### src/logic/mem_access_pkg.sv
package mem_access_pkg;

    ////////////////////////////////////////
    // Access sizes
    ////////////////////////////////////////

    typedef enum logic [1:0] {
        SIZE_BYTE = 2'd0,
        SIZE_HALF = 2'd1,
        SIZE_WORD = 2'd2
    } mem_size_e;

    // Bytes touched per size, indexed by the encoding
    // Encoding 3 is unused and treated as a word
    localparam logic [3:0][2:0] SIZE_BYTES = {
        3'd4,
        3'd4,
        3'd2,
        3'd1
    };

endpackage

### src/logic/lsq_cfg_pkg.sv
package lsq_cfg_pkg;

    ////////////////////////////////////////
    // Queue depths
    ////////////////////////////////////////

    localparam int SQ_DEPTH = 8;
    localparam int LB_DEPTH = 8;

    // Index widths, also the width of a load's age
    localparam int SQ_IDX_W = $clog2(SQ_DEPTH);
    localparam int LB_IDX_W = $clog2(LB_DEPTH);

    // Store count must reach SQ_DEPTH-1
    localparam int SQ_CNT_W = $clog2(SQ_DEPTH + 1);

    ////////////////////////////////////////
    // Datapath widths
    ////////////////////////////////////////

    localparam int XLEN  = 32;
    localparam int TAG_W = 6;

    typedef logic [SQ_IDX_W-1:0] sq_idx_t;
    typedef logic [LB_IDX_W-1:0] lb_idx_t;
    typedef logic [SQ_CNT_W-1:0] sq_cnt_t;
    typedef logic [XLEN-1:0]     word_t;
    typedef logic [TAG_W-1:0]    tag_t;

endpackage
### src/logic/load_buffer.sv
`timescale 1ns/1ps

module load_buffer
    import lsq_cfg_pkg::*, mem_access_pkg::*;
(
    input  logic                clock,
    input  logic                rst,
    input  logic                flush,

    input  logic                alloc,
    input  sq_idx_t             sq_tail,
    input  logic                resolve_valid,
    input  lb_idx_t             resolve_idx,
    input  word_t               resolve_addr,
    input  mem_size_e           resolve_size,
    input  logic                resolve_signed,
    input  tag_t                resolve_tag,

    input  logic [LB_DEPTH-1:0] issue_ready,
    input  logic [LB_DEPTH-1:0] forward_ready,
    input  word_t               forward_data [LB_DEPTH],

    output lb_idx_t             alloc_idx,
    output logic                full,
    output logic [LB_DEPTH-1:0] entry_resolved,
    output sq_idx_t             entry_age [LB_DEPTH],
    output word_t               entry_addr [LB_DEPTH],
    output mem_size_e           entry_size [LB_DEPTH],
    output logic [LB_DEPTH-1:0] entry_signed,

    output logic                read_valid,
    output word_t               read_addr,
    output mem_size_e           read_size,
    output logic                read_signed,
    output tag_t                read_tag,

    output logic                fwd_valid,
    output word_t               fwd_data,
    output tag_t                fwd_tag
);

    logic [LB_DEPTH-1:0] busy;
    tag_t                entry_tag [LB_DEPTH];
    lb_idx_t             issue_idx;
    lb_idx_t             fwd_idx;
    logic                resolve_write;

    assign full          = &busy;
    assign resolve_write = resolve_valid && busy[resolve_idx] && !entry_resolved[resolve_idx];

    ////////////////////////////////////////
    // Lowest-index pickers
    ////////////////////////////////////////

    always_comb begin
        alloc_idx = '0;
        issue_idx = '0;
        fwd_idx   = '0;
        for (int j = LB_DEPTH - 1; j >= 0; j--) begin
            if (!busy[j])         alloc_idx = lb_idx_t'(j);
            if (issue_ready[j])   issue_idx = lb_idx_t'(j);
            if (forward_ready[j]) fwd_idx   = lb_idx_t'(j);
        end
    end

    assign read_valid  = |issue_ready;
    assign read_addr   = entry_addr[issue_idx];
    assign read_size   = entry_size[issue_idx];
    assign read_signed = entry_signed[issue_idx];
    assign read_tag    = entry_tag[issue_idx];

    assign fwd_valid = |forward_ready;
    assign fwd_data  = forward_data[fwd_idx];
    assign fwd_tag   = entry_tag[fwd_idx];

    ////////////////////////////////////////
    // Entry state
    ////////////////////////////////////////

    always_ff @(posedge clock) begin
        if (rst || flush) begin
            busy           <= '0;
            entry_resolved <= '0;
        end else begin
            if (alloc) begin
                busy[alloc_idx]           <= 1'b1;
                entry_resolved[alloc_idx] <= 1'b0;
            end
            if (resolve_write) begin
                entry_resolved[resolve_idx] <= 1'b1;
            end
            // Issue and forward each free one entry
            if (read_valid) begin
                busy[issue_idx]           <= 1'b0;
                entry_resolved[issue_idx] <= 1'b0;
            end
            if (fwd_valid) begin
                busy[fwd_idx]           <= 1'b0;
                entry_resolved[fwd_idx] <= 1'b0;
            end
        end
    end

    always_ff @(posedge clock) begin
        if (alloc) begin
            entry_age[alloc_idx] <= sq_tail;
        end
        if (resolve_write) begin
            entry_addr[resolve_idx]   <= resolve_addr;
            entry_size[resolve_idx]   <= resolve_size;
            entry_signed[resolve_idx] <= resolve_signed;
            entry_tag[resolve_idx]    <= resolve_tag;
        end
    end

endmodule

### config.mk
export PLATFORM = sky130hd
export DESIGN_NAME = load_buffer
export DESIGN_NICKNAME = d
export VERILOG_FILES = /design/src/logic/mem_access_pkg.sv /design/src/logic/lsq_cfg_pkg.sv /design/src/logic/load_buffer.sv
export SDC_FILE = /design/constraint.sdc
export NUM_CORES = 1
export LEC_CHECK = 0
export BUFFER_PORTS_ARGS = -buffer_cell sky130_fd_sc_hd__buf_2
export CORE_AREA = 2 2 277 279
export DETAILED_ROUTE_END_ITERATION = 16
export DIE_AREA = 0 0 279 281
export HOLD_SLACK_MARGIN = 0.1
export PLACE_DENSITY = 0.4
export SLEW_MARGIN = 20
export SYNTH_ARGS = -nofsm -noshare
export SYNTH_HDL_FRONTEND = slang
export SYNTH_SLANG_ARGS = --single-unit
### constraint.sdc
create_clock -name clock -period 11.6 [get_ports clock]
set_clock_uncertainty 0.15 [all_clocks]
set_input_delay 0.58 -clock clock [delete_from_list [all_inputs] [get_ports clock]]
set_output_delay 0.58 -clock clock [all_outputs]
set_load 0.01 [all_outputs]
==> results.toml, run 1 <==
[logic_synthesis]
synth_nets = 1470
synth_most_common_cell = "edfxtp_1"
netlist_instances = 1146
ys_types = 46
synth_seq_cells = 368
synth_area_um2 = 16500
yosys.area.top_type = "edfxtp_1"
ys.warnings.count = 0
synth_enable_flop_cells = 352
synthArstFlopShare_pct = 0
synthFlopType = "edfxtp_1"
yosys-top-cells-area = "edfxtp_1 64%, mux2i_1 4.9%, a222oi_1 4.8%"
synth_area_per_cell_um2 = 14.4
seq_area_frac_synth_pct = 65.9
yosys-top-cells-count = "352 x edfxtp_1, 169 x nand2_1, 82 x o211ai_1"
synth_top_area_share_pct = 63.9

[floorplanning]
placement_rows = 101
start_util_pct = 21.9
fp.dieH_um = 281
coreArea_um2 = 75400
ios = 721
die_w_um = 279
dieArea_um2 = 78400

[placement]
dpl.hpwl_um = 56500
dp.cells = 2784
place.gp.congestion = 0.927
place_ws_ns = 6.96
port_buffers = 720

[clocking]
post-cts-setup-buffers = 0
clock_latency_ns = 0.56
h-tree-depth = 2
ctsResizeCount = 0
tritoncts = "yes"
cts_buffer_depth = 3
cts-root-buf = "clkbuf_16"
numCtsBuffers = 44
cts.clk_slew.worst_paths_ns = 0.06
cts_hold_buf = 2
cts_num_sinks = 368

[detailed_routing]
dr_total_vias = 14000
wirelength_um = 81500
routed_via_density = 4.86
ant_nets = 0
first_iter_violations = 1163
dr.pass1.iters = 7
drc_errors = 0
wl_per_cell_um = 28.4

[setup_path]
path_max_fanout = 44
worstSetupPathType = "in -> out"
crit_required_ns = 10.87
arrival_ns = 3.75
end_kind = "output port"
startpoint = "issue_ready[7]"
cp-start-kind = "primary input"
r2r_start = "entry_resolved[0]"

[global_route]
grt_pass1_vias = 14400
grt_start_max_net_pins = 46
antenna_found_initial = 18
grtUsageTotal_pct = 19.7
gr-total-overflow = 0
grt_pass1_wl_um = 110000

[sta]
worst_pin_slew_ns = 1.14
fin_tns_setup_ns = 0
finalWorstSetupSlack_ns = 7.12
final.period_utilization_pct = 38.6
finalHoldViolCount = 0
drv_slew = 0
timing.fmax_mhz = 223
relSlewSlack_pct = 24.0
period_minus_slack_ns = 4.48
setup_viol = 0
rsz0062_at_grt = "false"

[power_and_ir_drop]
finalPower_mw = 3.18
power.density_nw_per_um2 = 140
ir_worst_vdd_uv = 124
leakagePower_nw = 9.19

[run_status]
run_status = "finished clean"

[run]
drv_cap = 0

[final_layout]
nets = 2178
syn_to_final_growth_pct = 38.0
fin_util_pct = 30.2
stdcell_count = 2875
layout-drive-gt1-share_pct = 49.0
fillers = 7799

[min_path]
hold_path_class = "in -> reg"
min_from = "resolve_addr[30]"
## routing by layer
metal / global-route usage, % / up-vias / wire length (um)
li1: - / 6103 / -
met1: 22.4 / 6957 / 30400
met2: 35.3 / 764 / 41400
met3: 5.00 / 135 / 6710
met4: 7.62 / 4 / 2970
met5: 0 / - / 27
## area by class of cell
| class | instances | area [um^2] | share of cell area, % |
|---|---|---|---|
| flip-flops and latches | 368 | 10900 | 47.7 |
| multi-input cells | 682 | 5340 | 23.4 |
| repair buffers | 750 | 3830 | 16.8 |
| clock buffers | 60 | 1240 | 5.46 |
| well taps | 978 | 1220 | 5.36 |
| clock inverters | 22 | 236 | 1.04 |
| inverters | 8 | 30.0 | 0.132 |
| diodes | 7 | 17.5 | 0.0768 |
## path summary, 6_finish.rpt
check / to / slack, ns / cells after the start
setup / recovery: read_tag[5] / 7.12 / 9
setup reg to reg: entry_addr[34] / 8.42 / 6
hold reg to reg: entry_resolved[0] / 0.37 / 2
hold / removal: entry_addr[126] / 0.14 / 1
## cell usage in the layout, fill, tap and decap left out, drive strengths merged, types with 2 or more instances in the layout
master	Yosys	layout
o311a	2	2
dlygate4sd3	0	2
nor4b	2	2
nor2	27	27
diode	0	7
and3	2	2
o21ai	10	10
nand4	3	3
o221ai	3	3
o31ai	79	79
nor3	8	8
mux2	79	79
and3b	2	2
bufinv	0	4
nand3	9	9
clkbuf	62	60
inv	8	10
a31oi	2	2
o211ai	82	82
nor2b	6	6
o21a	4	4
edfxtp	352	352
o21ba	2	2
buf	26	748
clkinv	0	15
nor4	6	6
a21oi	8	8
dfxtp	16	16
and2	3	3
mux2i	81	81
a222oi	79	79
nand2b	3	3
nand2	169	169
a221o	2	2
o311ai	2	2
## kinds of logic (layout without fill, tap and decap cells)
logic type | count (synthesis) | after routing | synth area share [%]
flops | 368 | 368 | 65.9
simple gates | 243 | 243 | 6.38
other cells | 0 | 7 | 0
compound gates | 278 | 278 | 13.8
buf+inv | 96 | 840 | 2.72
mux | 161 | 161 | 11.3
## flip-flops by register name, indices dropped and copies added, names as in the netlist
signal	cells
entry_size	16
entry_tag	48
entry_addr	256
entry_resolved	8
entry_signed	8
busy	8
entry_age	24
## through the flow
stage | hold slack (ns) | instance area [um^2]
finish | 0.143 | 22800
global route | 0.118 | 22800
CTS | 0.101 | 22800
detailed placement | 0.360 | 21300
global placement | 0.355 | 21300
floorplan | 0.337 | 16500
## critical path: stages
cell	delay (ns)
buf_2	0.11
nor2b_1	0.16
o311a_2	0.34
buf_4	0.36
nor2_4	0.76
buf_4	0.68
mux2i_1	0.16
o211ai_1	0.32
buf_2	0.23
## power breakdown
| group | total, mW | leakage (nW) | internal, mW | switching (mW) |
|---|---|---|---|---|
| registers | 1.46 | 3.29 | 1.45 | 0.000432 |
| logic | 0.314 | 5.17 | 0.122 | 0.192 |
| clock network | 1.41 | 0.727 | 0.846 | 0.569 |
| total | 3.18 | 9.19 | 2.42 | 0.761 |
Note: power is estimated with default switching activity, not from simulation.
==> run 2: changes to the inputs <==
==> constraint.sdc (replaced) <==
create_clock -name clock -period 4.5 [get_ports clock]
set_clock_uncertainty 0.15 [all_clocks]
set_input_delay 0.225 -clock clock [delete_from_list [all_inputs] [get_ports clock]]
set_output_delay 0.225 -clock clock [all_outputs]
set_load 0.01 [all_outputs]
==> run 2 against run 1 <==
  * Utilization rose by 0.94 points
  * Non-clock buffer count rose by 64
  * Critical path depth unchanged
==> results.toml, run 2 (synthesized netlist as in run 1, its figures left out) <==
[run_status]
run_status = "finished clean"

[sta]
worst_pin_slew_ns = 1.08
final.period_utilization_pct = 76.4
period_minus_slack_ns = 3.44
rsz0062_at_grt = "false"
relSlewSlack_pct = 27.9
setup_viol = 0
finalHoldViolCount = 0
drv_slew = 0
timing.fmax_mhz = 291

[clocking]
numCtsBuffers = 45
cts-root-buf = "clkbuf_16"
tritoncts = "yes"
ctsResizeCount = 0
cts_num_sinks = 368
cts.clk_slew.worst_paths_ns = 0.06
h-tree-depth = 2
cts_hold_buf = 53
clock_latency_ns = 0.57
cts_buffer_depth = 3
post-cts-setup-buffers = 0

[setup_path]
slowest_delay_ns = 0.85
arrival_ns = 3.06
cp_num_buf_inv = 4
cp_slowest_cell = "nor2_4"
path_max_fanout = 20
worstSetupPathType = "in -> out"
end_kind = "output port"
critPathTopFamily = "buffers and inverters"
cp-start-kind = "primary input"
path_cells = "dlygate4sd3_1 > buf_2 > nor2_1 > o311a_2 > nor2_4 > buf_12 > mux2i_1 > o211ai_1 > buf_2"
crit_top_cell = "buf_2"
crit_required_ns = 4.12

[run]
drv_cap = 0

[power_and_ir_drop]
finalPower_mw = 8.25
ir_worst_vdd_uv = 262
seqPwrFrac_pct = 45.5
leakagePower_nw = 9.49
combPwrFrac_pct = 10.5
p_sw_share_pct = 24.2
power.internal_mw = 6.25
power.density_nw_per_um2 = 350
clock_power_share_pct = 44.0
p_switching_mw = 1.99

[final_layout]
largest_reg_flops = 256
top_regs = "entry_addr: 256 flops, entry_tag: 48 flops, entry_age: 24 flops"
layout-drive-gt1-share_pct = 48.0
fillers = 7675
layout_common_cells = "720 x buf_2, 352 x edfxtp_1, 169 x nand2_1"
nets = 2243
syn_to_final_growth_pct = 42.3
regMostFlops = "entry_addr"
fin_util_pct = 31.2
final_common_cell = "buf_2"
stdcell_count = 2941

[placement]
dp.cells = 2797
place.gp.congestion = 0.887
dpl.hpwl_um = 57800
port_buffers = 720

[detailed_routing]
top_layer_used = "met5"
wl_met2_um = 42600
dr_total_vias = 14300
wl_met1_um = 30900
routed_via_density = 4.85
dr.pass1.iters = 10
wl_per_cell_um = 28.2
first_iter_violations = 1228
wl_met3_um = 6560
ant_nets = 0
wirelength_um = 83000
drc_errors = 0

[global_route]
grt_start_max_net_pins = 44
antenna_found_initial = 21
grt_pass1_wl_um = 111000
grtUsageTotal_pct = 20.0
gr-total-overflow = 0
grt_pass1_vias = 14700

[floorplanning]
die_w_um = 279
ios = 721
placement_rows = 101
fp.dieH_um = 281
coreArea_um2 = 75400
dieArea_um2 = 78400
start_util_pct = 21.9

[min_path]
hold_path_class = "in -> reg"
-- run 2: changes by cell type in the layout (fill, tap and decap cells not counted), moves of 2 or more --
cell | previous run | this run
inv_6 | 1 | 3
clkbuf_8 | 2 | 0
nor4_2 | 2 | 0
buf_12 | 0 | 7
diode_2 | 7 | 9
nor4_4 | 0 | 2
clkinv_1 | 4 | 6
dlygate4sd3_1 | 2 | 53
buf_4 | 28 | 33
-- run 2: final timing paths --
check | start | end | slack (ns) | cells after the start
setup / recovery | forward_ready[0] | fwd_data[2] | 1.06 | 9
hold / removal | resolve_idx[1] | entry_resolved[6] | 0.17 | 6
setup reg to reg | busy[1] | entry_addr[98] | 1.49 | 5
hold reg to reg | entry_resolved[0] | entry_resolved[0] | 0.33 | 2
-- run 2: power groups by stage --
stage	clock (mW)	combinational, mW	sequential (mW)
2_1_floorplan	0	0.366	3.83
3_3_place_gp	0	0.829	3.82
3_5_place_dp	0	0.835	3.82
4_1_cts	3.72	0.875	3.75
5_1_grt	3.86	0.918	3.75
6_report	3.63	0.865	3.75
-- run 2: layer usage --
layer | global-route usage [%] | up-vias
li1 | - | 6246
met1 | 22.3 | 7133
met2 | 36.2 | 731
met3 | 5.25 | 148
met4 | 7.82 | 10
met5 | 0 | -
-- run 2: layout make-up --
cell class / count / area (um^2) / share of cell area [%]
diodes: 9 / 22.5 / 0.0957
repair buffers: 814 / 4550 / 19.3
inverters: 8 / 30.0 / 0.128
clock buffers: 57 / 1210 / 5.16
flip-flops and latches: 368 / 10900 / 46.3
well taps: 978 / 1220 / 5.20
clock inverters: 25 / 246 / 1.05
multi-input cells: 682 / 5350 / 22.8
-- run 2: per-stage QoR --
step	TNS (ns)	hold WS (ns)	setup WS [ns]	instance area [um^2]
after detailed placement	0	0.329	1.19	21500
final	0	0.170	1.06	23500
after floorplan	-12.55	0.174	-0.153	16500
after global placement	0	0.324	1.24	21500
after CTS	0	0.125	1.03	23500
after global routing	0	0.183	0.953	23500
-- run 2: worst min-delay path, cell delays in order --
cell and delay (ns):
buf_2 0.13, nand3_1 0.07, o21ai_0 0.10, a2111oi_0 0.11, nand3_1 0.13, a21oi_1 0.07
