===== src/logic/mem_access_pkg.sv =====
package mem_access_pkg;

    ////////////////////////////////////////
    // Access sizes
    ////////////////////////////////////////

    typedef enum logic [1:0] {
        SIZE_BYTE = 2'd0,
        SIZE_HALF = 2'd1,
        SIZE_WORD = 2'd2
    } mem_size_e;

    // Bytes touched per size, indexed by the encoding
    // Encoding 3 is unused and treated as a word
    localparam logic [3:0][2:0] SIZE_BYTES = {
        3'd4,
        3'd4,
        3'd2,
        3'd1
    };

endpackage


===== src/logic/lsq_cfg_pkg.sv =====
package lsq_cfg_pkg;

    ////////////////////////////////////////
    // Queue depths
    ////////////////////////////////////////

    localparam int SQ_DEPTH = 8;
    localparam int LB_DEPTH = 8;

    // Index widths, also the width of a load's age
    localparam int SQ_IDX_W = $clog2(SQ_DEPTH);
    localparam int LB_IDX_W = $clog2(LB_DEPTH);

    // Store count must reach SQ_DEPTH-1
    localparam int SQ_CNT_W = $clog2(SQ_DEPTH + 1);

    ////////////////////////////////////////
    // Datapath widths
    ////////////////////////////////////////

    localparam int XLEN  = 32;
    localparam int TAG_W = 6;

    typedef logic [SQ_IDX_W-1:0] sq_idx_t;
    typedef logic [LB_IDX_W-1:0] lb_idx_t;
    typedef logic [SQ_CNT_W-1:0] sq_cnt_t;
    typedef logic [XLEN-1:0]     word_t;
    typedef logic [TAG_W-1:0]    tag_t;

endpackage

===== src/logic/store_queue.sv =====
`timescale 1ns/1ps

module store_queue
    import lsq_cfg_pkg::*, mem_access_pkg::*;
(
    input  logic                clock,
    input  logic                rst,
    input  logic                flush,

    input  logic                alloc,
    input  logic                resolve_valid,
    input  sq_idx_t             resolve_idx,
    input  word_t               resolve_addr,
    input  word_t               resolve_data,
    input  mem_size_e           resolve_size,
    input  logic                commit,

    output sq_idx_t             head,
    output sq_idx_t             tail,
    output logic                full,
    output logic                head_resolved,

    output logic [SQ_DEPTH-1:0] entry_resolved,
    output word_t               entry_addr [SQ_DEPTH],
    output word_t               entry_data [SQ_DEPTH],
    output mem_size_e           entry_size [SQ_DEPTH],

    output word_t               commit_addr,
    output word_t               commit_data,
    output mem_size_e           commit_size
);

    sq_cnt_t count;
    logic    resolve_write;

    // A second resolve of the same entry is dropped
    assign resolve_write = resolve_valid && !entry_resolved[resolve_idx];

    // Keep one slot open so tail never catches head
    assign full          = (count == sq_cnt_t'(SQ_DEPTH - 1));
    assign head_resolved = entry_resolved[head];

    assign commit_addr = entry_addr[head];
    assign commit_data = entry_data[head];
    assign commit_size = entry_size[head];

    ////////////////////////////////////////
    // Pointers and resolved bits
    ////////////////////////////////////////

    always_ff @(posedge clock) begin
        if (rst || flush) begin
            head           <= '0;
            tail           <= '0;
            count          <= '0;
            entry_resolved <= '0;
        end else begin
            if (alloc) begin
                entry_resolved[tail] <= 1'b0;
                tail                 <= tail + sq_idx_t'(1);
            end
            if (resolve_write) begin
                entry_resolved[resolve_idx] <= 1'b1;
            end
            // Head retires into the cache
            if (commit) begin
                entry_resolved[head] <= 1'b0;
                head                 <= head + sq_idx_t'(1);
            end
            case ({alloc, commit})
                2'b10:   count <= count + sq_cnt_t'(1);
                2'b01:   count <= count - sq_cnt_t'(1);
                default: count <= count;
            endcase
        end
    end

    // Store payload
    always_ff @(posedge clock) begin
        if (resolve_write) begin
            entry_addr[resolve_idx] <= resolve_addr;
            entry_data[resolve_idx] <= resolve_data;
            entry_size[resolve_idx] <= resolve_size;
        end
    end

endmodule


===== config.mk =====
export PLATFORM = sky130hd
export DESIGN_NAME = store_queue
export DESIGN_NICKNAME = d
export VERILOG_FILES = /design/src/logic/mem_access_pkg.sv /design/src/logic/lsq_cfg_pkg.sv /design/src/logic/store_queue.sv
export SDC_FILE = /design/constraint.sdc
export NUM_CORES = 1
export LEC_CHECK = 0
export ABC_AREA = 1
export BUFFER_PORTS_ARGS = -buffer_cell sky130_fd_sc_hd__buf_2
export CAP_MARGIN = 40
export CORE_AREA = 2 2 264 266
export CTS_BUF_LIST = sky130_fd_sc_hd__clkbuf_16
export CTS_CLUSTER_SIZE = 14
export DETAILED_ROUTE_END_ITERATION = 7
export DIE_AREA = 0 0 266 268
export GPL_ROUTABILITY_DRIVEN = 0
export GPL_TIMING_DRIVEN = 0
export PLACE_DENSITY = 0.58
export SETUP_SLACK_MARGIN = 0.02
export SYNTH_ARGS = -nofsm -noshare
export SYNTH_HDL_FRONTEND = slang
export SYNTH_SLANG_ARGS = --single-unit

===== constraint.sdc =====
create_clock -name clock -period 9.4 [get_ports clock]
set_clock_uncertainty 0.1 [all_clocks]
set_input_delay 2.82 -clock clock [delete_from_list [all_inputs] [get_ports clock]]
set_output_delay 2.82 -clock clock [all_outputs]
set_load 0.02 [all_outputs]

==> results of run 1 <==
==> layer usage <==
metal,global-route usage,vias up
li1,-,7300
met1,0.301,8519
met5,0,-
met3,0.0583,232
met2,0.391,1170
met4,0.0937,2
==> power breakdown <==
group	switching, W	leakage [nW]	internal (W)
Combinational	0.000274	4.86	0.0000905
Clock	0.00101	0.964	0.00133
Sequential	0.0000259	4.94	0.00272
Total	0.00131	10.8	0.00414
==> per-stage QoR <==
step | utilization | hold slack [ps] | cell area [sq um] | instances | total power, W
floorplan | - | 361 | 21100 | 1578 | 0.00297
global placement | 0.375 | 373 | 25600 | 3144 | 0.00316
detailed placement | 0.379 | 398 | 25900 | 3153 | 0.00316
CTS | 0.408 | 407 | 27800 | 3264 | 0.00548
global route | 0.408 | 431 | 27800 | 3265 | 0.00560
finish | 0.408 | 404 | 27800 | 3266 | 0.00545
==> registers in the layout, summed over array words and instances (netlist names) <==
register	count
entry_addr	256
entry_data	256
entry_size	16
entry_resolved	8
count	4
head	3
tail	3
==> Yosys cell counts (2+ instances only) <==
cell	number
sky130_fd_sc_hd__a211oi_1	2
sky130_fd_sc_hd__a21oi_1	20
sky130_fd_sc_hd__buf_1	9
sky130_fd_sc_hd__buf_2	22
sky130_fd_sc_hd__buf_4	15
sky130_fd_sc_hd__buf_6	9
sky130_fd_sc_hd__clkbuf_1	32
sky130_fd_sc_hd__dfxtp_1	18
sky130_fd_sc_hd__edfxtp_1	528
sky130_fd_sc_hd__ha_1	5
sky130_fd_sc_hd__inv_1	30
sky130_fd_sc_hd__inv_2	6
sky130_fd_sc_hd__nand2_1	28
sky130_fd_sc_hd__nand3_1	9
sky130_fd_sc_hd__nand4_1	11
sky130_fd_sc_hd__nor2_1	469
sky130_fd_sc_hd__nor2_2	3
sky130_fd_sc_hd__nor3_1	3
sky130_fd_sc_hd__o2111ai_1	66
sky130_fd_sc_hd__o21ai_0	202
sky130_fd_sc_hd__o21ai_1	85
==> final timing paths <==
kind	start	end	cells past startpoint
setup / recovery	head[0]	commit_data[27]	5
hold / removal	count[3]	count[3]	2
setup reg to reg	head[0]	entry_resolved[1]	6
hold reg to reg	count[3]	count[3]	2
==> cell families (layout without fill, tap and decap cells) <==
logic type / count (synthesis) / after routing / synth area share
DFF: 546 / 546 / 0.769
and+or+nand+nor: 526 / 526 / 0.0963
AOI/OAI and AO/OA: 375 / 375 / 0.101
buffers and inverters: 123 / 927 / 0.0291
adders and majority gates: 6 / 6 / 0.00392
xor gates and xnor gates: 2 / 2 / 0.000831
other: 0 / 2 / 0
==> cell type report <==
cell class / instances / share of cell area
repair buffers: 693 / 0.131
diodes: 2 / 0.000180
clock inverters: 51 / 0.0157
plain buffers: 87 / 0.0172
multi-input cells: 909 / 0.153
well taps: 882 / 0.0397
inverters: 36 / 0.00558
clock buffers: 60 / 0.0540
flip-flops and latches: 546 / 0.583
==> worst register-to-register path: stages (launching register included) <==
cell and delay, ps:
sky130_fd_sc_hd__dfxtp_1 800, sky130_fd_sc_hd__buf_4 400, sky130_fd_sc_hd__buf_4 320, sky130_fd_sc_hd__buf_4 290, sky130_fd_sc_hd__nand2_1 150, sky130_fd_sc_hd__o21ai_0 190
sky130_fd_sc_hd__a21oi_1 60
==> results.txt, run 1 <==
* Status: complete, no violations
* Synth Net Count: 1659
- Synth-to-Final Area Change: 31.9%
* Total wire length after detailed routing: 88600 um
- The tree is rooted in a sky130_fd_sc_hd__clkbuf_16.
- Synth Flop Type: sky130_fd_sc_hd__edfxtp_1
- Grouping stages by cell kind, the critical path spends the most delay in buffers and inverters.
- The slowest stage of the critical path is the sky130_fd_sc_hd__dfxtp_1 cell.
- DR vias: 17200
* Highest net fanout along the worst path: 10
* Most common library cell in the layout ignoring fill and taps: sky130_fd_sc_hd__buf_2
* Worst path max stage delay: 800 ps
- In the final routed layout, each cell accounts on average for 27.1 um.
- Distinct cell type count of the synthesized netlist: 27
- The count of nets left with antenna violations once routing finished came out at 0.
- Area of the core region: 0.0682 sq mm
- The H-tree was split into 2 levels.
* Unrepaired setup endpoints after global routing: no
- Measured against its own limit, the worst slew margin works out to 0.427.
- The top cell types in the final layout, fill and taps aside, are 706 x sky130_fd_sc_hd__buf_2, 528 x sky130_fd_sc_hd__edfxtp_1, 469 x sky130_fd_sc_hd__nor2_1.
- For the pin with the worst max-slew slack, the measured transition is between 800 and 900 ps.
- Summed over all nets, wire length on met3 after detailed routing comes to ~8800 um.
* Share of final-layout standard cells stronger than drive strength 1: 0.359
- The share of the Yosys chip area taken by registers is 0.769.
* Cells along the critical path: buf_4 -> clkbuf_1 -> o21ai_0 -> o2111ai_1 -> buf_2
* Fin. max-slew vios: 0
- In this run, synthesis produced a sequential element count of about 550.
* Endpoints failing setup: 0
- The critical path is of the flip-flop to output pin type.
* Post-layout net count: around 2400
- Avg Synthesized Cell Area: 13.4 sq um
- During I/O placement, the number of pins put on the boundary was 685.
- Max-cap violations in this run came to 0.
* Total die area: roughly 0.071 sq mm
- sky130_fd_sc_hd__edfxtp_1 takes more of the synthesized area than any other cell.
- Clock network latency to the later pin of the worst-skew pair: ~600 ps
- Min setup slack post-route: 3260 ps
- Ranked by total cell area, the synthesized netlist is headed by sky130_fd_sc_hd__edfxtp_1 75%, sky130_fd_sc_hd__nor2_1 8.3%, sky130_fd_sc_hd__o21ai_0 4.8%.
- The initialized floorplan defines 96 standard-cell rows.
* Combined buffer and inverter count along the critical path: 3
- After filler insertion, the fill cell instance count of the layout stands at 6482.
* Pwr Density: 196 mW/mm^2
- Total DRC errors in the routed layout: 0
- Violation count after the first detailed-routing iteration: 1947
- Fin crit period: 6140 ps
- Timing analysis after detailed placement gives a worst setup slack of 3800 ps.
- In the routed layout, each cell is associated on average with a via count of 5.27.
* Initial standard-cell utilization of the core: 0.309
- After clock tree synthesis, the clock-pin slew on the worst setup and hold paths is 60 ps.
* Register-to-register path setup slack: 6980 ps
- For the worst setup path, the data arrival time is 3220 ps.
- In the global route stage, overall resource usage came out at 0.237.
- Across the VDD grid, the largest voltage drop is 0.146 mV.
* Count of synthesis-stage warnings from yosys: 0
- Number of global-route vias before repair: 17000
- Crit path required time: 6480 ps
* Kind of end point of the critical path: output pin
- The final count of hold timing violations is 0.
* Worst setup SP type: flip-flop
* Number of enable flip-flop cells after synthesis: 528
- Summed instance area of the synthesized netlist: about 0.021 sq mm
- Area share of the leading cell type in the synthesized netlist: 0.752
- Registers take 0.0162 sq mm.
* Pin count of the biggest net entering global routing: 39
- First-pass GRT wire length: 122000 um
- In the synthesized netlist, the number of instances is 1578.
- For this design, the CTS-stage hold fixing added 0 buffers.
- Sum of routed wire segments on met1: 33900 um
- The number of clock buffers added by TritonCTS is 59.
- In this run the static leakage power is 10.8 nW.
- Summed over all layers, the global routing overflow is 0.
* Area used by multi-input combinational logic: 0.00426 sq mm
* Setup TNS: 0 ps
* Hpwl dp: between 60000 and 70000 um
- Class of the tightest hold or removal check: flip-flop to flip-flop
- Detailed routing placed a total of 42400 um of wire on met2.
- The number of setup buffers added after CTS is 0.
* Number of gates given a new drive strength after cts: 0
* Die Width: around 270 um
- TritonCTS built the clock tree.
- TritonCTS sink count: 546
- Antenna violations before repair: 3
- FFs w/ async S/R, synth: 0
- The count of buffers added on input and output ports is 684.
* Highest signal layer in the routed design: met5
- In this run the deepest clock path goes through 3 buffers.
- Period Utilization, post-route: 0.653
- Highest clock rate: 163 MHz
- Number of iterations in the first detailed-routing pass: 6
- The die is 268 um tall.
Note: power is estimated with default switching activity, not from simulation.
==> run 2, diff against run 1 <==
- CORE_AREA: 2 2 264 266 -> 2 2 267 269
- DIE_AREA: 0 0 266 268 -> 0 0 269 271
- PLACE_DENSITY: 0.58 -> 0.59
- clock period: 9.4 -> 5.6 ns (I/O delays scaled with it)
==> results.txt, run 2 (synthesis gave the netlist of run 1 again) <==
- In this run the tightest slew margin relative to its limit is 0.429.
- Crit path required time: approximately 3800 ps
- DRT antenna net count: 0
* Met1 Resource Use GR: 0.294
- Highest clock rate: around 200 MHz
* Static leakage: between 10 and 15 nW
- Clock tree from TritonCTS: built
- Clock buffers created by TritonCTS: 57
- Max-cap violations in this run came to 0.
- Setup TNS: 0 ps
* Worst Setup Path Type: flip-flop to output pin
- Vert. Die Dim: between 200 and 300 um
- In the global route stage, met2 resource usage came out at 0.374.
* Hpwl dp: 60300 um
* Data arrival at the endpoint of the critical path: 3310 ps
- Final Hold Fails: 0
- For this design, the CTS-stage hold fixing added 0 buffers.
- Across every metal layer, demand over resource in global routing totals 0.232.
- In this run the cell area measured after placement is 0.0259 sq mm.
- The initial utilization of the core area, before any placement, comes to 0.302.
- The clock tree synthesis step divided the H-tree into 2 levels.
- Number of gates given a new drive strength after cts: 0
- DR vias: between 15000 and 20000
- Most frequent cells in the layout: 706 x sky130_fd_sc_hd__buf_2, 528 x sky130_fd_sc_hd__edfxtp_1, 469 x sky130_fd_sc_hd__nor2_1
- STA classifies the critical path endpoint as an output pin.
* Global routing's busiest layer: met2
- The total overflow left after global routing is 0.
* Most common library cell in the layout ignoring fill and taps: sky130_fd_sc_hd__buf_2
* Total wire length after detailed routing: 88000 um
- Status: complete, no violations
* Clock-pin transition on the worst setup and hold timing paths: approximately 60 ps
- Once layout is complete, the cells apart from fillers number 3323.
- The path class of the tightest hold or removal check is flip-flop to flip-flop.
- Root buffer cell: sky130_fd_sc_hd__clkbuf_16
- Total DRC errors in the routed layout: 0
- For this run, global-route usage on met3 was measured as 0.0630.
- In the routed layout, each cell is associated on average with a via count of 5.24.
* First-pass GRT wire length: 122000 um
- Dpl ws: roughly 1100 ps
- Number of global-route vias before repair: between 15000 and 20000
* IR Drop Worst-Case VDD: 0.266 mV
* Number of iterations in the first detailed-routing pass: 6
* Unrepaired setup endpoints after global routing: no
- Top-Level Pins: between 600 and 700
* Synth-to-Final Area Change: 32.4%
* Slew @ Worst Pin: 856 ps
- Hold timing on the final database bottoms out at a slack of 400 ps.
* Clock tree buffer depth: 3
- Clock network latency to the later pin of the worst-skew pair: between 600 and 700 ps
- Post-CTS Setup Bufs: 0
- The largest registers in the layout are entry_addr x256, entry_data x256, entry_size x16.
- IO Port Bufs: 684
- Along the worst path, the maximum fanout reaches 10.
- Total die area: approximately 0.073 sq mm
* Die Width: ~270 um
- Across all register-to-register paths, the minimum setup slack is 3130 ps.
- Cells after DPL: 3211
* Fin. max-slew vios: 0
- CTS saw between 500 and 600 sinks.
* Worst setup SP type: flip-flop
* Pin count of the biggest net entering global routing: 36
- The worst path in the final design needs a cycle of 5090 ps, including I/O delays and setup.
* Share of final-layout standard cells stronger than drive strength 1: 0.352
- Pwr Density: about 330 mW/mm^2
* Period Utilization, post-route: 0.909
* Antenna violations before repair: 5
* Standard-cell rows: 97
- After detailed routing, the average wire length per cell comes to 26.5 um.
- The net count of the finished layout is around 2400.
* Area of the core region: 0.0698 sq mm
- After routing the design area is 0.0279 sq mm.
- Min setup slack post-route: 509 ps
- Violation count after the first detailed-routing iteration: 2395
* Endpoints failing setup: 0
run 2: cell count changes in the layout (fill, tap and decap cells not counted), moves of 2 or more:
cell	previous run	this run
sky130_fd_sc_hd__bufinv_16	6	11
sky130_fd_sc_hd__inv_6	4	2
sky130_fd_sc_hd__inv_1	24	34
sky130_fd_sc_hd__clkinv_2	19	4
sky130_fd_sc_hd__clkinv_1	12	14
sky130_fd_sc_hd__diode_2	2	5
run 2: power by group:
group / switching [W] / leakage (nW) / internal, W / total [W]
Sequential: 0.0000426 / 4.94 / 0.00457 / 0.00461
Clock: 0.00161 / 0.994 / 0.00240 / 0.00402
Combinational: 0.000462 / 4.86 / 0.000152 / 0.000614
run 2: worst paths after layout:
path                startpoint             end  cells past startpoint
min                   count[3]        count[3]                      2
min reg2reg           count[3]        count[3]                      2
max                    head[0]  commit_data[1]                      7
max reg2reg  entry_resolved[6]  entry_data[33]                      6
run 2: worst max-delay path: stages, from the launching register on:
cell                        delay [ps]
sky130_fd_sc_hd__dfxtp_1           550
sky130_fd_sc_hd__inv_2             310
sky130_fd_sc_hd__buf_6             230
sky130_fd_sc_hd__buf_2             440
sky130_fd_sc_hd__buf_2             400
sky130_fd_sc_hd__nor2_1             90
sky130_fd_sc_hd__o2111ai_1         390
sky130_fd_sc_hd__buf_2             250
run 2: final cells by class:
class                   instances  area [sq um]
diodes                          5          12.5
plain buffers                  87           478
clock buffers                  59          1480
clock inverters                48           503
fillers                      6671         41900
inverters                      36           155
multi-input cells             909          4260
flip-flops and latches        546         16200
well taps                     940          1180
repair buffers                693          3650
run 2: through the flow:
stage	utilization	total power, W
after floorplan	-	0.00498
after global placement	0.368	0.00530
after detailed placement	0.372	0.00531
after CTS	0.400	0.00929
after global routing	0.400	0.00948
final	0.400	0.00924
run 2: routing by layer:
metal / up-vias / wire length (um)
met5: - / 13
met4: 2 / 3560
met3: 263 / 9300
met2: 1257 / 41300
met1: 8562 / 33800
li1: 7320 / -
==> run 3, diff against run 2 <==
- CORE_AREA: 2 2 267 269 -> 2 2 264 266
- CTS_BUF_LIST: sky130_fd_sc_hd__clkbuf_16 -> sky130_fd_sc_hd__clkbuf_4 sky130_fd_sc_hd__clkbuf_8
- DIE_AREA: 0 0 269 271 -> 0 0 266 268
- PLACE_DENSITY: 0.59 -> 0.6
==> results.txt, run 3 (synthesis gave the netlist of run 1 again) <==
- The detailed router finished its first iteration with 1778 violations.
- Total wire length after detailed routing: 88200 um
- Hold Path Cell Cnt: 2
* IO Port Bufs: approximately 680
- The share of total power dissipated in combinational logic is 0.068.
- Combined buffer and inverter count along the critical path: 5
* Die Width: 266 um
- Clock tree from TritonCTS: built
- The later pin in the worst-skew pair is clocked with a latency of 680 ps.
- Register-to-register path setup slack: between 3000 and 4000 ps
* IR Drop Worst-Case VDD: around 0.28 mV
* Root buffer cell: sky130_fd_sc_hd__clkbuf_8
- Top-Level Pins: 685
- Based on the critical path, the design can be clocked at up to just over 200 MHz.
- Data arrival at the endpoint of the critical path: 3190 ps
* Reg2reg end: entry_data[2]
* Total die area: 0.0713 sq mm
- The min-delay analysis places its worst path in the category flip-flop to flip-flop.
- STA classifies the critical path startpoint as a flip-flop.
- Number of iterations in the first detailed-routing pass: 7
- Unrepaired setup endpoints after global routing: no
- Cells along the critical path: inv_2 -> buf_6 -> buf_2 -> buf_2 -> nor2_1 -> o2111ai_1 -> buf_2
- Period Utilization, post-route: 0.888
* Most common library cell in the layout ignoring fill and taps: sky130_fd_sc_hd__buf_2
- Setup TNS: 0 ps
- Buffers inserted during clock tree synthesis total 95.
* Post-layout net count: between 2000 and 2500
* Clock-pin transition on the worst setup and hold timing paths: 60 ps
- Initial standard-cell utilization of the core: 0.309
- The largest registers in the layout are entry_addr x256, entry_data x256, entry_size x16.
- Startpoint of the lowest-slack hold path: tail[0]
* Crit Reg-Reg Startpoint: entry_resolved[7]
* DR vias: 17400
- The final count of hold timing violations was 0.
* Normalized max-slew margin: 0.408
- Pin count of the biggest net entering global routing: 36
- Of the total power, the clock network draws 0.418.
- Hpwl dp: 60200 um
* DRT antenna net count: 0
- Pwr Density: 323 mW/mm^2
- Number of gates given a new drive strength after cts: 0
- Fin crit period: between 4000 and 5000 ps
- Total DRC errors in the routed layout: 0
- Count of maximum capacitance violations: 0
- Internal power: 0.00675 W
- Share of total power consumed by net switching: 0.248
- Worst R2R Path Depth: 6
- Fin. max-slew vios: 0
- Avg WL per Cell: ~27 um
- In this design, the critical path's most frequently occurring cell is sky130_fd_sc_hd__buf_2.
- The floorplan step set the die height to 268 um.
- After detailed routing, the number of vias per cell comes to approximately 5.2.
- Buffers added to address setup during post-CTS repair amount to 0.
* Number of global-route vias before repair: between 15000 and 20000
- Clock tree buffer depth: 3
- Most frequent cells in the layout: 706 x sky130_fd_sc_hd__buf_2, 528 x sky130_fd_sc_hd__edfxtp_1, 469 x sky130_fd_sc_hd__nor2_1
* Standard-cell rows: 96
- TritonCTS sink count: 546
- Summed over all cells, the static leakage comes to 10.8 nW.
- Sequential fraction of design power: 0.514
- Status: complete, no violations
- The worst hold path terminates at tail[0].
- First-pass GRT wire length: 122000 um
- After global routing the overflow that remains totals 0.
- STA classifies the critical path endpoint as an output pin.
- In this design, the largest share of critical-path delay is due to buffers and inverters.
- Crit path required time: roughly 3800 ps
- For this design, the CTS-stage hold fixing added 0 buffers.
- Worst path max stage delay: ~520 ps
- Antenna violations before repair: 4
- Area of the core region: 0.0682 sq mm
- In the final layout, the share of cells above drive strength 1 is 0.371.
- Highest-delay cell along the critical path: sky130_fd_sc_hd__dfxtp_1
- H-tree depth: 3
- The worst setup path is of the flip-flop to output pin kind.
- Setup violations remaining at the end of the flow were counted as 0.
* Highest net fanout along the worst path: 10
- Slew @ Worst Pin: 888 ps
- Overall global routing resource usage: 0.236
- Synth-to-Final Area Change: 31.7%
- Core Util, Final: 0.407
* Switching power: 0.00223 W
## run 3: cell types whose count changed in the layout (fill, tap and decap cells not counted), sizes merged
cell	change
bufinv	-6
diode	-3
inv	-10
clkinvlp	-1
clkbuf	+64
buf	+1
clkinv	+8
## run 3: worst register-to-register path, cell delays in order (launching register included)
cell                      delay [ps]
sky130_fd_sc_hd__dfxtp_1         350
sky130_fd_sc_hd__nand4_1         120
sky130_fd_sc_hd__nand2_1          80
sky130_fd_sc_hd__nor2_2          290
sky130_fd_sc_hd__nand4_1         260
sky130_fd_sc_hd__inv_4           560
sky130_fd_sc_hd__buf_16          330
## run 3: area by class of cell
class / count / area, sq um
Antenna cell: 2 / 5.00
Buffer: 87 / 478
Clock buffer: 123 / 1540
Clock inverter: 39 / 350
Fill cell: 6514 / 40500
Inverter: 36 / 155
Multi-Input combinational cell: 909 / 4260
Sequential cell: 546 / 16200
Tap cell: 882 / 1100
Timing Repair Buffer: 694 / 3670
## run 3: layer usage
metal / vias up / part of all wire / wire length (um) / GRT usage
met3: 241 / 0.099 / 8730 / 0.0641
met4: 2 / 0.041 / 3620 / 0.112
li1: 7376 / - / - / -
met1: 8590 / 0.39 / 34300 / 0.296
met5: - / 0.00017 / 15 / 0
met2: 1189 / 0.47 / 41600 / 0.382
## run 3: worst max path at each step
stage,cells after the start,slack (ps),endpoint,from
after global routing,7,370,commit_data[1],head[0]
final,7,630,commit_data[1],head[0]
after global placement,7,-520,entry_addr[221],resolve_idx[2]
after floorplan,6,1540,entry_addr[0],resolve_idx[2]
after CTS,7,400,commit_data[3],head[0]
after detailed placement,7,1190,commit_data[3],head[0]
## run 3: power by group through the flow
stage          sequential, W  clock (W)  combinational (W)
3_5_place_dp         0.00470          0           0.000608
6_report             0.00461    0.00375           0.000610
5_1_grt              0.00462    0.00398           0.000644
3_3_place_gp         0.00471          0           0.000586
2_1_floorplan        0.00478          0           0.000204
4_1_cts              0.00461    0.00382           0.000608
## run 3: per-stage QoR
step                cell area, sq um  hold slack [ps]  total power, W  instances  setup WS, ps
floorplan                      21100              361         0.00498       1578          1540
global placement               25600              372         0.00529       3144          -517
detailed placement             25900              392         0.00530       3154          1190
CTS                            27800              405         0.00904       3316           402
global route                   27800              448         0.00924       3317           375
finish                         27800              417         0.00898       3318           628
